===== src/design/dec_isa_pkg.sv =====
// opcode enum, instruction field positions and exception cause code
`default_nettype none

package dec_isa_pkg;

   // ****************************************
   // supported major opcodes
   // ****************************************
   typedef enum logic [6:0] {
      OP     = 7'b0110011,   // reg-reg alu
      OP_IMM = 7'b0010011,   // reg-imm alu
      LUI    = 7'b0110111,   // upper immediate
      LOAD   = 7'b0000011    // non-blocking load
   } opcode_e;

   // ****************************************
   // register field lsb positions
   // ****************************************
   localparam int RD_LSB  = 7;    // rd  [11:7]
   localparam int RS1_LSB = 15;   // rs1 [19:15]
   localparam int RS2_LSB = 20;   // rs2 [24:20]

   // mcause encoding for an illegal instruction
   localparam logic [4:0] ECAUSE_ILLEGAL = 5'd2;

endpackage

`default_nettype wire


===== src/design/dec_types_pkg.sv =====
// datapath width typedefs and load tag sizing
`default_nettype none

package dec_types_pkg;

   // ****************************************
   // data and address widths
   // ****************************************
   typedef logic [31:0] xlen_t;       // architectural data word
   typedef logic [31:1] pc_t;         // halfword pc, bit 0 implied zero
   typedef logic [4:0]  reg_addr_t;   // gpr index x0..x31

   // ****************************************
   // non-blocking loads
   // ****************************************
   parameter int NBLOAD_DEPTH_DEF = 4;   // loads in flight by default

   typedef logic [$clog2(NBLOAD_DEPTH_DEF)-1:0] nbload_tag_t;   // lsu tag at default depth

endpackage

`default_nettype wire


===== src/design/dec_decode_ctl.sv =====
// decode, load scoreboard, hazard stall, X/R/WB pipe and trace record
`timescale 1ns/1ps
`default_nettype none

module dec_decode_ctl #(
   parameter int NBLOAD_DEPTH = dec_types_pkg::NBLOAD_DEPTH_DEF   // power of two, 2..8
) (
   input  logic                             clk,
   input  logic                             rst_n,
   input  logic                             ib_valid_d,
   input  dec_types_pkg::xlen_t             ib_instr_d,
   input  dec_types_pkg::pc_t               ib_pc_d,
   input  dec_types_pkg::xlen_t             rd0,                // arf rs1 data
   input  dec_types_pkg::xlen_t             rd1,                // arf rs2 data
   input  dec_types_pkg::xlen_t             exu_i0_result_x,    // alu result in X
   input  logic                             lsu_nonblock_load_data_valid,
   input  logic [$clog2(NBLOAD_DEPTH)-1:0]  lsu_nonblock_load_data_tag,
   output logic                             dec_i0_stall_d,
   output logic                             dec_i0_decode_d,
   output logic                             dec_i0_load_d,
   output dec_types_pkg::reg_addr_t         rs1_addr,
   output dec_types_pkg::reg_addr_t         rs2_addr,
   output logic                             wen_r,
   output dec_types_pkg::reg_addr_t         waddr_r,
   output dec_types_pkg::xlen_t             wdata_r,
   output logic                             wen_ld,
   output dec_types_pkg::reg_addr_t         waddr_ld,
   output dec_types_pkg::xlen_t             gpr_i0_rs1_d,
   output dec_types_pkg::xlen_t             gpr_i0_rs2_d,
   output dec_types_pkg::xlen_t             dec_i0_immed_d,
   output logic [$clog2(NBLOAD_DEPTH)-1:0]  lsu_nonblock_load_tag_d,
   output logic                             trace_valid,
   output dec_types_pkg::xlen_t             trace_insn,
   output dec_types_pkg::xlen_t             trace_address,
   output logic                             trace_exception,
   output logic [4:0]                       trace_ecause,
   output dec_types_pkg::xlen_t             trace_tval
);

   import dec_types_pkg::*;
   import dec_isa_pkg::*;

   localparam int TAG_W = $clog2(NBLOAD_DEPTH);

   opcode_e    opc_d;
   reg_addr_t  rd_d;
   logic       legal_d;
   logic       load_d;
   logic       rs1_en_d;
   logic       rs2_en_d;
   logic       rd_en_d;      // legal with nonzero rd
   logic       x_hit_d;
   logic       ld_hit_d;

   logic [NBLOAD_DEPTH-1:0] sb_busy;
   logic [NBLOAD_DEPTH-1:0] sb_live;   // busy minus this cycle's return
   reg_addr_t               sb_rd [NBLOAD_DEPTH];
   logic                    tag_free;
   logic [TAG_W-1:0]        tag_alloc;
   logic                    pend_rs1;
   logic                    pend_rs2;
   logic                    pend_rd;

   logic       x_valid, r_valid, wb_valid;
   logic       x_wen, r_wen;
   logic       x_exc, r_exc, wb_exc;
   reg_addr_t  x_rd, r_rd;
   xlen_t      x_insn, r_insn, wb_insn;
   pc_t        x_pc, r_pc, wb_pc;
   xlen_t      r_result;

   // ****************************************
   // field and immediate decode
   // ****************************************
   assign rd_d     = ib_instr_d[RD_LSB  +: 5];
   assign rs1_addr = ib_instr_d[RS1_LSB +: 5];
   assign rs2_addr = ib_instr_d[RS2_LSB +: 5];

   always_comb begin
      opc_d          = opcode_e'(ib_instr_d[6:0]);
      legal_d        = 1'b0;
      load_d         = 1'b0;
      rs1_en_d       = 1'b0;
      rs2_en_d       = 1'b0;
      dec_i0_immed_d = '0;                           // OP has no immediate
      case (opc_d)
         OP: begin
            legal_d  = 1'b1;
            rs1_en_d = 1'b1;
            rs2_en_d = 1'b1;
         end
         OP_IMM, LOAD: begin
            legal_d        = 1'b1;
            rs1_en_d       = 1'b1;
            load_d         = (opc_d == LOAD);
            dec_i0_immed_d = {{20{ib_instr_d[31]}}, ib_instr_d[31:20]};   // I-type
         end
         LUI: begin
            legal_d        = 1'b1;
            dec_i0_immed_d = {ib_instr_d[31:12], 12'b0};                 // U-type
         end
         default: begin
            legal_d = 1'b0;   // compressed forms never match, [1:0] != 2'b11
         end
      endcase
   end

   assign rd_en_d      = legal_d & (rd_d != '0);
   assign gpr_i0_rs1_d = rs1_en_d ? rd0 : '0;
   assign gpr_i0_rs2_d = rs2_en_d ? rd1 : '0;

   // ****************************************
   // load scoreboard
   // ****************************************
   always_comb begin
      sb_live = sb_busy;
      if (lsu_nonblock_load_data_valid)
         sb_live[lsu_nonblock_load_data_tag] = 1'b0;   // readable now via write-through
   end

   always_comb begin
      tag_free  = 1'b0;
      tag_alloc = '0;
      pend_rs1  = 1'b0;
      pend_rs2  = 1'b0;
      pend_rd   = 1'b0;
      for (int t = NBLOAD_DEPTH - 1; t >= 0; t--) begin
         if (!sb_live[t]) begin
            tag_free  = 1'b1;
            tag_alloc = TAG_W'(t);                    // lowest free tag wins
         end
         pend_rs1 |= sb_live[t] & (sb_rd[t] == rs1_addr);
         pend_rs2 |= sb_live[t] & (sb_rd[t] == rs2_addr);
         pend_rd  |= sb_live[t] & (sb_rd[t] == rd_d);
      end
   end

   always_ff @(posedge clk) begin
      if (!rst_n) begin
         sb_busy <= '0;
      end else begin
         sb_busy <= sb_live;
         if (dec_i0_load_d)
            sb_busy[tag_alloc] <= 1'b1;
      end
   end

   always_ff @(posedge clk) begin
      if (dec_i0_load_d)
         sb_rd[tag_alloc] <= rd_d;
   end

   assign wen_ld                  = lsu_nonblock_load_data_valid & sb_busy[lsu_nonblock_load_data_tag];
   assign waddr_ld                = sb_rd[lsu_nonblock_load_data_tag];
   assign lsu_nonblock_load_tag_d = tag_alloc;

   // ****************************************
   // hazards and stall
   // ****************************************
   // x_wen already excludes x0
   assign x_hit_d  = x_valid & x_wen &
                     ((rs1_en_d & (rs1_addr == x_rd)) | (rs2_en_d & (rs2_addr == x_rd)));
   assign ld_hit_d = (rs1_en_d & (rs1_addr != '0) & pend_rs1) |
                     (rs2_en_d & (rs2_addr != '0) & pend_rs2) |
                     (rd_en_d & pend_rd);                        // waw on a pending load

   assign dec_i0_stall_d  = ib_valid_d & (x_hit_d | ld_hit_d | (load_d & ~tag_free));
   assign dec_i0_decode_d = ib_valid_d & ~dec_i0_stall_d;
   assign dec_i0_load_d   = dec_i0_decode_d & load_d;

   // ****************************************
   // X / R / WB pipe
   // ****************************************
   always_ff @(posedge clk) begin
      if (!rst_n) begin
         x_valid  <= 1'b0;
         r_valid  <= 1'b0;
         wb_valid <= 1'b0;
      end else begin
         x_valid  <= dec_i0_decode_d;   // stall inserts a bubble
         r_valid  <= x_valid;
         wb_valid <= r_valid;
      end
   end

   always_ff @(posedge clk) begin
      x_wen    <= rd_en_d & ~load_d;     // loads write through the tag port
      x_exc    <= ~legal_d;
      x_rd     <= rd_d;
      x_insn   <= ib_instr_d;
      x_pc     <= ib_pc_d;
      r_wen    <= x_wen;
      r_exc    <= x_exc;
      r_rd     <= x_rd;
      r_result <= exu_i0_result_x;       // sampled in X
      r_insn   <= x_insn;
      r_pc     <= x_pc;
      wb_exc   <= r_exc;
      wb_insn  <= r_insn;
      wb_pc    <= r_pc;
   end

   assign wen_r   = r_valid & r_wen;
   assign waddr_r = r_rd;
   assign wdata_r = r_result;

   // trace record in WB
   assign trace_valid     = wb_valid;
   assign trace_insn      = wb_insn;
   assign trace_address   = {wb_pc, 1'b0};
   assign trace_exception = wb_valid & wb_exc;
   assign trace_ecause    = trace_exception ? ECAUSE_ILLEGAL : 5'd0;
   assign trace_tval      = trace_exception ? wb_insn : '0;   // faulting instruction word

endmodule

`default_nettype wire


===== src/design/dec_gpr_ctl.sv =====
// architectural register file with two read and two write ports
`timescale 1ns/1ps
`default_nettype none

module dec_gpr_ctl (
   input  logic                      clk,
   input  logic                      rst_n,
   input  dec_types_pkg::reg_addr_t  rs1_addr,   // read port 0
   input  dec_types_pkg::reg_addr_t  rs2_addr,   // read port 1
   input  logic                      wen_r,      // alu writeback at R
   input  dec_types_pkg::reg_addr_t  waddr_r,
   input  dec_types_pkg::xlen_t      wdata_r,
   input  logic                      wen_ld,     // load return port
   input  dec_types_pkg::reg_addr_t  waddr_ld,
   input  dec_types_pkg::xlen_t      wdata_ld,
   output dec_types_pkg::xlen_t      rd0,
   output dec_types_pkg::xlen_t      rd1
);

   import dec_types_pkg::*;

   xlen_t regs [1:31];   // x0 has no storage

   // ****************************************
   // write, load port wins on equal address
   // ****************************************
   always_ff @(posedge clk) begin
      for (int i = 1; i < 32; i++) begin
         if (!rst_n) begin
            regs[i] <= '0;
         end else if (wen_ld && (waddr_ld == reg_addr_t'(i))) begin
            regs[i] <= wdata_ld;
         end else if (wen_r && (waddr_r == reg_addr_t'(i))) begin
            regs[i] <= wdata_r;
         end
      end
   end

   // ****************************************
   // read with write-through
   // ****************************************
   function automatic xlen_t arf_read(input reg_addr_t a);
      xlen_t d;
      d = '0;                                     // x0 reads zero
      if (a != '0) begin
         if (wen_ld && (waddr_ld == a))
            d = wdata_ld;                         // same priority as the write
         else if (wen_r && (waddr_r == a))
            d = wdata_r;
         else
            d = regs[a];
      end
      return d;
   endfunction

   always_comb begin
      rd0 = arf_read(rs1_addr);
      rd1 = arf_read(rs2_addr);
   end

endmodule

`default_nettype wire


===== src/design/dec_ib_ctl.sv =====
// instruction buffer capturing the fetched instruction into D
`timescale 1ns/1ps
`default_nettype none

module dec_ib_ctl (
   input  logic                 clk,
   input  logic                 rst_n,
   input  logic                 ifu_i0_valid,     // fetch presents an instruction
   input  dec_types_pkg::xlen_t ifu_i0_instr,     // held by fetch under stall
   input  dec_types_pkg::pc_t   ifu_i0_pc,
   input  logic                 dec_i0_stall_d,   // decode cannot take D
   output logic                 ib_valid_d,       // D holds an instruction
   output dec_types_pkg::xlen_t ib_instr_d,
   output dec_types_pkg::pc_t   ib_pc_d
);

   logic ib_load;   // buffer takes new contents this edge

   // empty slot, or the held instruction leaves D this cycle
   assign ib_load = ~ib_valid_d | ~dec_i0_stall_d;

   always_ff @(posedge clk) begin
      if (!rst_n) begin
         ib_valid_d <= 1'b0;
      end else if (ib_load) begin
         ib_valid_d <= ifu_i0_valid;   // bubble when fetch is idle
      end
   end

   // payload only moves with a real instruction
   always_ff @(posedge clk) begin
      if (ib_load && ifu_i0_valid) begin
         ib_instr_d <= ifu_i0_instr;
         ib_pc_d    <= ifu_i0_pc;
      end
   end

endmodule

`default_nettype wire


===== src/design/dec_top.sv =====
// decode slice top connecting instruction buffer, register file and decode
`timescale 1ns/1ps
`default_nettype none

module dec_top (
   input  logic                        clk,
   input  logic                        rst_n,
   input  logic                        ifu_i0_valid,
   input  dec_types_pkg::xlen_t        ifu_i0_instr,
   input  dec_types_pkg::pc_t          ifu_i0_pc,
   input  dec_types_pkg::xlen_t        exu_i0_result_x,
   input  logic                        lsu_nonblock_load_data_valid,
   input  dec_types_pkg::nbload_tag_t  lsu_nonblock_load_data_tag,
   input  dec_types_pkg::xlen_t        lsu_nonblock_load_data,
   output logic                        dec_i0_stall_d,      // to fetch
   output logic                        dec_i0_decode_d,
   output logic                        dec_i0_load_d,       // to lsu
   output dec_types_pkg::xlen_t        gpr_i0_rs1_d,
   output dec_types_pkg::xlen_t        gpr_i0_rs2_d,
   output dec_types_pkg::xlen_t        dec_i0_immed_d,
   output dec_types_pkg::nbload_tag_t  lsu_nonblock_load_tag_d,
   output logic                        trace_valid,
   output dec_types_pkg::xlen_t        trace_insn,
   output dec_types_pkg::xlen_t        trace_address,
   output logic                        trace_exception,
   output logic [4:0]                  trace_ecause,
   output dec_types_pkg::xlen_t        trace_tval
);

   import dec_types_pkg::*;

   localparam int NBLOAD_DEPTH = NBLOAD_DEPTH_DEF;   // loads in flight

   // buffer to decode
   logic       ib_valid_d;
   xlen_t      ib_instr_d;
   pc_t        ib_pc_d;

   // decode to arf
   reg_addr_t  rs1_addr;
   reg_addr_t  rs2_addr;
   logic       wen_r;
   reg_addr_t  waddr_r;
   xlen_t      wdata_r;
   logic       wen_ld;
   reg_addr_t  waddr_ld;
   xlen_t      rd0;
   xlen_t      rd1;

   // ****************************************
   // instances
   // ****************************************
   dec_ib_ctl ib_ctl_i (.*);

   dec_gpr_ctl gpr_ctl_i (
      .*,
      .wdata_ld (lsu_nonblock_load_data)   // load data straight from the lsu
   );

   dec_decode_ctl #(
      .NBLOAD_DEPTH (NBLOAD_DEPTH)
   ) decode_ctl_i (.*);

endmodule

`default_nettype wire


===== config.mk =====
export PLATFORM = sky130hd
export DESIGN_NAME = dec_top
export DESIGN_NICKNAME = d
export VERILOG_FILES = /design/src/design/dec_isa_pkg.sv /design/src/design/dec_types_pkg.sv /design/src/design/dec_decode_ctl.sv /design/src/design/dec_gpr_ctl.sv /design/src/design/dec_ib_ctl.sv /design/src/design/dec_top.sv
export SDC_FILE = /design/constraint.sdc
export NUM_CORES = 2
export LEC_CHECK = 0
export BUFFER_PORTS_ARGS = -buffer_cell sky130_fd_sc_hd__buf_2
export CAP_MARGIN = 20
export CORE_MARGIN = 10
export CORE_UTILIZATION = 62
export DETAILED_ROUTE_END_ITERATION = 7
export PLACE_DENSITY_LB_ADDON = 0.1
export SLEW_MARGIN = 25
export SYNTH_ARGS = -nofsm -noshare
export SYNTH_HDL_FRONTEND = slang
export SYNTH_SLANG_ARGS = --single-unit

===== constraint.sdc =====
create_clock -name clk -period 4.55 [get_ports clk]
set_input_delay 0.6825 -clock clk [delete_from_list [all_inputs] [get_ports clk]]
set_output_delay 0.6825 -clock clk [all_outputs]
set_load 0.05 [all_outputs]

==> impl_results.md <==
* Placed cells at 6,063
* Worst path max stage delay at 690 ps
* Mean post-synth cell area at 14.5 um2
* Worst setup EP type: primary output
* Total chip power at 29.2 mW
* IO Count at 337
* Layout Cells excl Fill at 6,369
* Worst skew pair latency at 790 ps
* Die Y at 352 um
* Adder-cell area share of the yosys netlist at 0
* Worst EP required at 3870 ps
* GPL Wtd Cong at 0.944
* Yosys top cell by area: edfxtp_1
* Gr ovfl total at 0
* Clock buffer count from CTS at 140
* Initial core utilization at 0.627
* Antenna violations before repair at 11
* #FFs+latches synth at 1,319
* Met3 WL at 40.1 mm
* Share of post-route cells with drive strength above 1 at 0.299
* CTS tree: yes
* Async set or reset register ratio after synthesis at 0
* Via/cell ratio at 7.85
* Area of the multi-input gates at 29,200 um2
* Clock skew at 25.0 ps
* Pwr dens at 374 nW/um2
* M1 WL at 80.2 mm
* Synth top area cells: edfxtp_1, mux4_2, a22o_1, dfxtp_1, clkbuf_1
* Final setup fails at 1
* Simple-gate share of the synthesized area at 0.0341
* Post-synthesis compound-gate area fraction at 0.175
* Peak Freq at 220 MHz
* Die area at 124,000 um2
* FF/Latch Area at 37,200 um2
* Minimum clock period at 4550 ps
* Max Root-Sink Buffers at 3
* Mux cell area share after synthesis at 0.191
* Status: finished with violations
* Main combinational cell family by area after synthesis: multiplexers
* Gate Count Post-Synth at 4,705
* Critical path peak fanout at 44
* DP Wirelength at 150 mm
* Most frequent cells in the layout: edfxtp_1, a22o_1, mux4_2, buf_2, dfxtp_1
* Root Driver: clkbuf_16
* Slowest CP cell: dfxtp_4
* # H-tree levels at 4
* Port buffer count at 331
* XOR/XNOR share of the synthesized area at 0.0115
* Most frequent CP cell: a211oi_1
* Worst-Margin Slew at 1100 ps
* Max-Cap Viols at 0
* Core area at 109,000 um2
* Met2 routed WL at 109 mm
* Largest net degree at the start of global routing at 60
* Clk sinks at 1,319
* Number of detailed-route iterations in the first pass at 7
* DR DRC count at 0
* Crit-path cells: buf_12 -> nor2_1 -> a211oi_1 -> a211oi_1 -> a211o_1 -> a311o_1 -> a21oi_1 -> clkbuf_4
* Via count at 50,000
* P&R area growth vs syn at 14.1%
* Vias in the first global route at 50,100
* Relative slew slack at 0.266
* Peak supply drop at 0.000363 V
* CP Launch Type: flip-flop
* Post-DRT Antenna Nets at 0
* Ys Warns at 0
* Post-route setup slack at -0.174 ps
* Synthesized area at 68,400 um2
* First-pass GRT wire length at 350 mm
* Failing checks: setup timing
* Most common cell after layout, fill and taps aside: edfxtp_1
* Top FF cell, synth: edfxtp_1
* Fin. Hold Viols at 0
* Fillcell total at 6,934
* Core Rows at 121
* Top cell type's share of synthesized area at 0.472
* Fin. max-slew vios at 0
* Pleak at 28.2 nW
* 1st-iter DRT viols at 7,819
* Crit-path leading delay family: compound AO/OA/AOI/OAI gates
* Highest metal used: met5
* WL per Instance at 38.3 um
* Nets at 4,906
* Critical path class: flip-flop to primary output
* Buf/Inv on CP at 2
* Netlist cell types at 58
* Die W at 352 um
* Hold Crit Class: primary input to flip-flop
* Crit path DAT at 3870 ps
* Clock transition at path regs at 60 ps
* Fin crit share at 1.00
* Hold Slack at 23.5 ps
* DRT Wirelength at 244 mm
* Number of enable flip-flop cells after synthesis at 1,075
* Register area share after synthesis at 0.543
* Global Route Usage Sum at 0.383
where the power goes:
part / switching [mW] / internal [mW]
registers: 0.464 / 13.5
logic: 2.35 / 1.62
clock network: 4.99 / 6.32
total: 7.80 / 21.4
cell type report:
type	instances	share of cell area
antenna	3	0.0000961
clock buffer	178	0.0490
sequential	1319	0.476
timing repair buffer	647	0.0674
clock inverter	81	0.00913
tap	1476	0.0236
inverter	8	0.000384
multi-input combinational	2657	0.374
metal layers:
layer,vias to the layer above,GRT usage
met5,-,0.00509
met2,4486,0.571
li1,19500,-
met4,16,0.199
met1,24900,0.472
met3,1038,0.166
state kept, by name (all words and copies together), names as in the netlist, named ones only:
| signal | count |
|---|---|
| decode_ctl_i.wdata_r | 32 |
| decode_ctl_i.x_exc | 1 |
| decode_ctl_i.x_insn | 28 |
| decode_ctl_i.x_pc | 31 |
| ib_ctl_i.ib_valid_d | 1 |
| ib_ctl_i.ib_instr_d | 32 |
| decode_ctl_i.trace_insn | 32 |
| decode_ctl_i.waddr_r | 4 |
| decode_ctl_i.sb_busy | 4 |
| decode_ctl_i.x_valid | 1 |
| decode_ctl_i.wb_pc | 31 |
| decode_ctl_i.r_pc | 31 |
| decode_ctl_i.r_wen | 1 |
| decode_ctl_i.x_wen | 1 |
| decode_ctl_i.trace_valid | 1 |
| decode_ctl_i.x_rd | 4 |
| decode_ctl_i.r_valid | 1 |
| decode_ctl_i.r_insn | 28 |
| decode_ctl_i.wb_exc | 1 |
| decode_ctl_i.r_exc | 1 |
| decode_ctl_i.sb_rd | 20 |
| ib_ctl_i.ib_pc_d | 31 |
| gpr_ctl_i.regs | 992 |
cell families (layout without fill, tap and decap cells):
logic type             after synthesis  count (layout)
flip-flops                        1319            1319
XOR/XNOR                            90              90
multiplexers                       657             657
AND/OR/NAND/NOR                    488             488
AO/OA/AOI/OAI                     1417            1417
other                                1               8
buffers and inverters              733             914
through the flow:
| step | utilization | setup slack, ps | TNS (ps) | instance area [um2] |
|---|---|---|---|---|
| 2_1_floorplan | - | 361 | 0 | 68400 |
| 3_3_place_gp | 0.669 | 472 | 0 | 73100 |
| 3_5_place_dp | 0.670 | 415 | 0 | 73100 |
| 4_1_cts | 0.714 | 18.7 | 0 | 78000 |
| 5_1_grt | 0.715 | -13.0 | -13.0 | 78100 |
| 6_report | 0.715 | -0.174 | -0.174 | 78100 |
cells in the mapped netlist, types with 10 or more instances:
master	count
xnor2_1	66
nor2b_1	10
a311o_1	45
a211o_1	64
and2_1	21
edfxtp_1	1075
mux2i_1	130
mux2_2	10
buf_4	17
buf_2	174
xor2_1	24
nor2_1	171
nor3_2	23
buf_1	89
and3_1	36
a211oi_1	133
a21o_1	19
a31o_1	19
a22o_1	992
nand3_1	27
a21oi_1	49
o21ai_0	22
a311oi_1	20
clkbuf_1	438
mux4_2	517
nand2_1	144
o221ai_1	30
dfxtp_1	244
nor4_1	13
final timing paths:
check,from,slack [ps],cells past startpoint,end
max,flip-flop,-0.2,8,gpr_i0_rs2_d[2]
min,exu_i0_result_x[20],20,1,decode_ctl_i.wdata_r[20]
max reg2reg,decode_ctl_i.sb_rd[3][0],990,7,gpr_ctl_i.regs[21][26]
min reg2reg,decode_ctl_i.r_pc[14],320,0,decode_ctl_i.wb_pc[14]
repair_timing:
action                                  CTS  global route
endpoints found under the setup margin   13            12
resized for setup                         3             3
hold buffers                             29             0
buffers inserted                          4            10
endpoints found under the hold margin    29             0
Note: power is estimated with default switching activity, not from simulation.
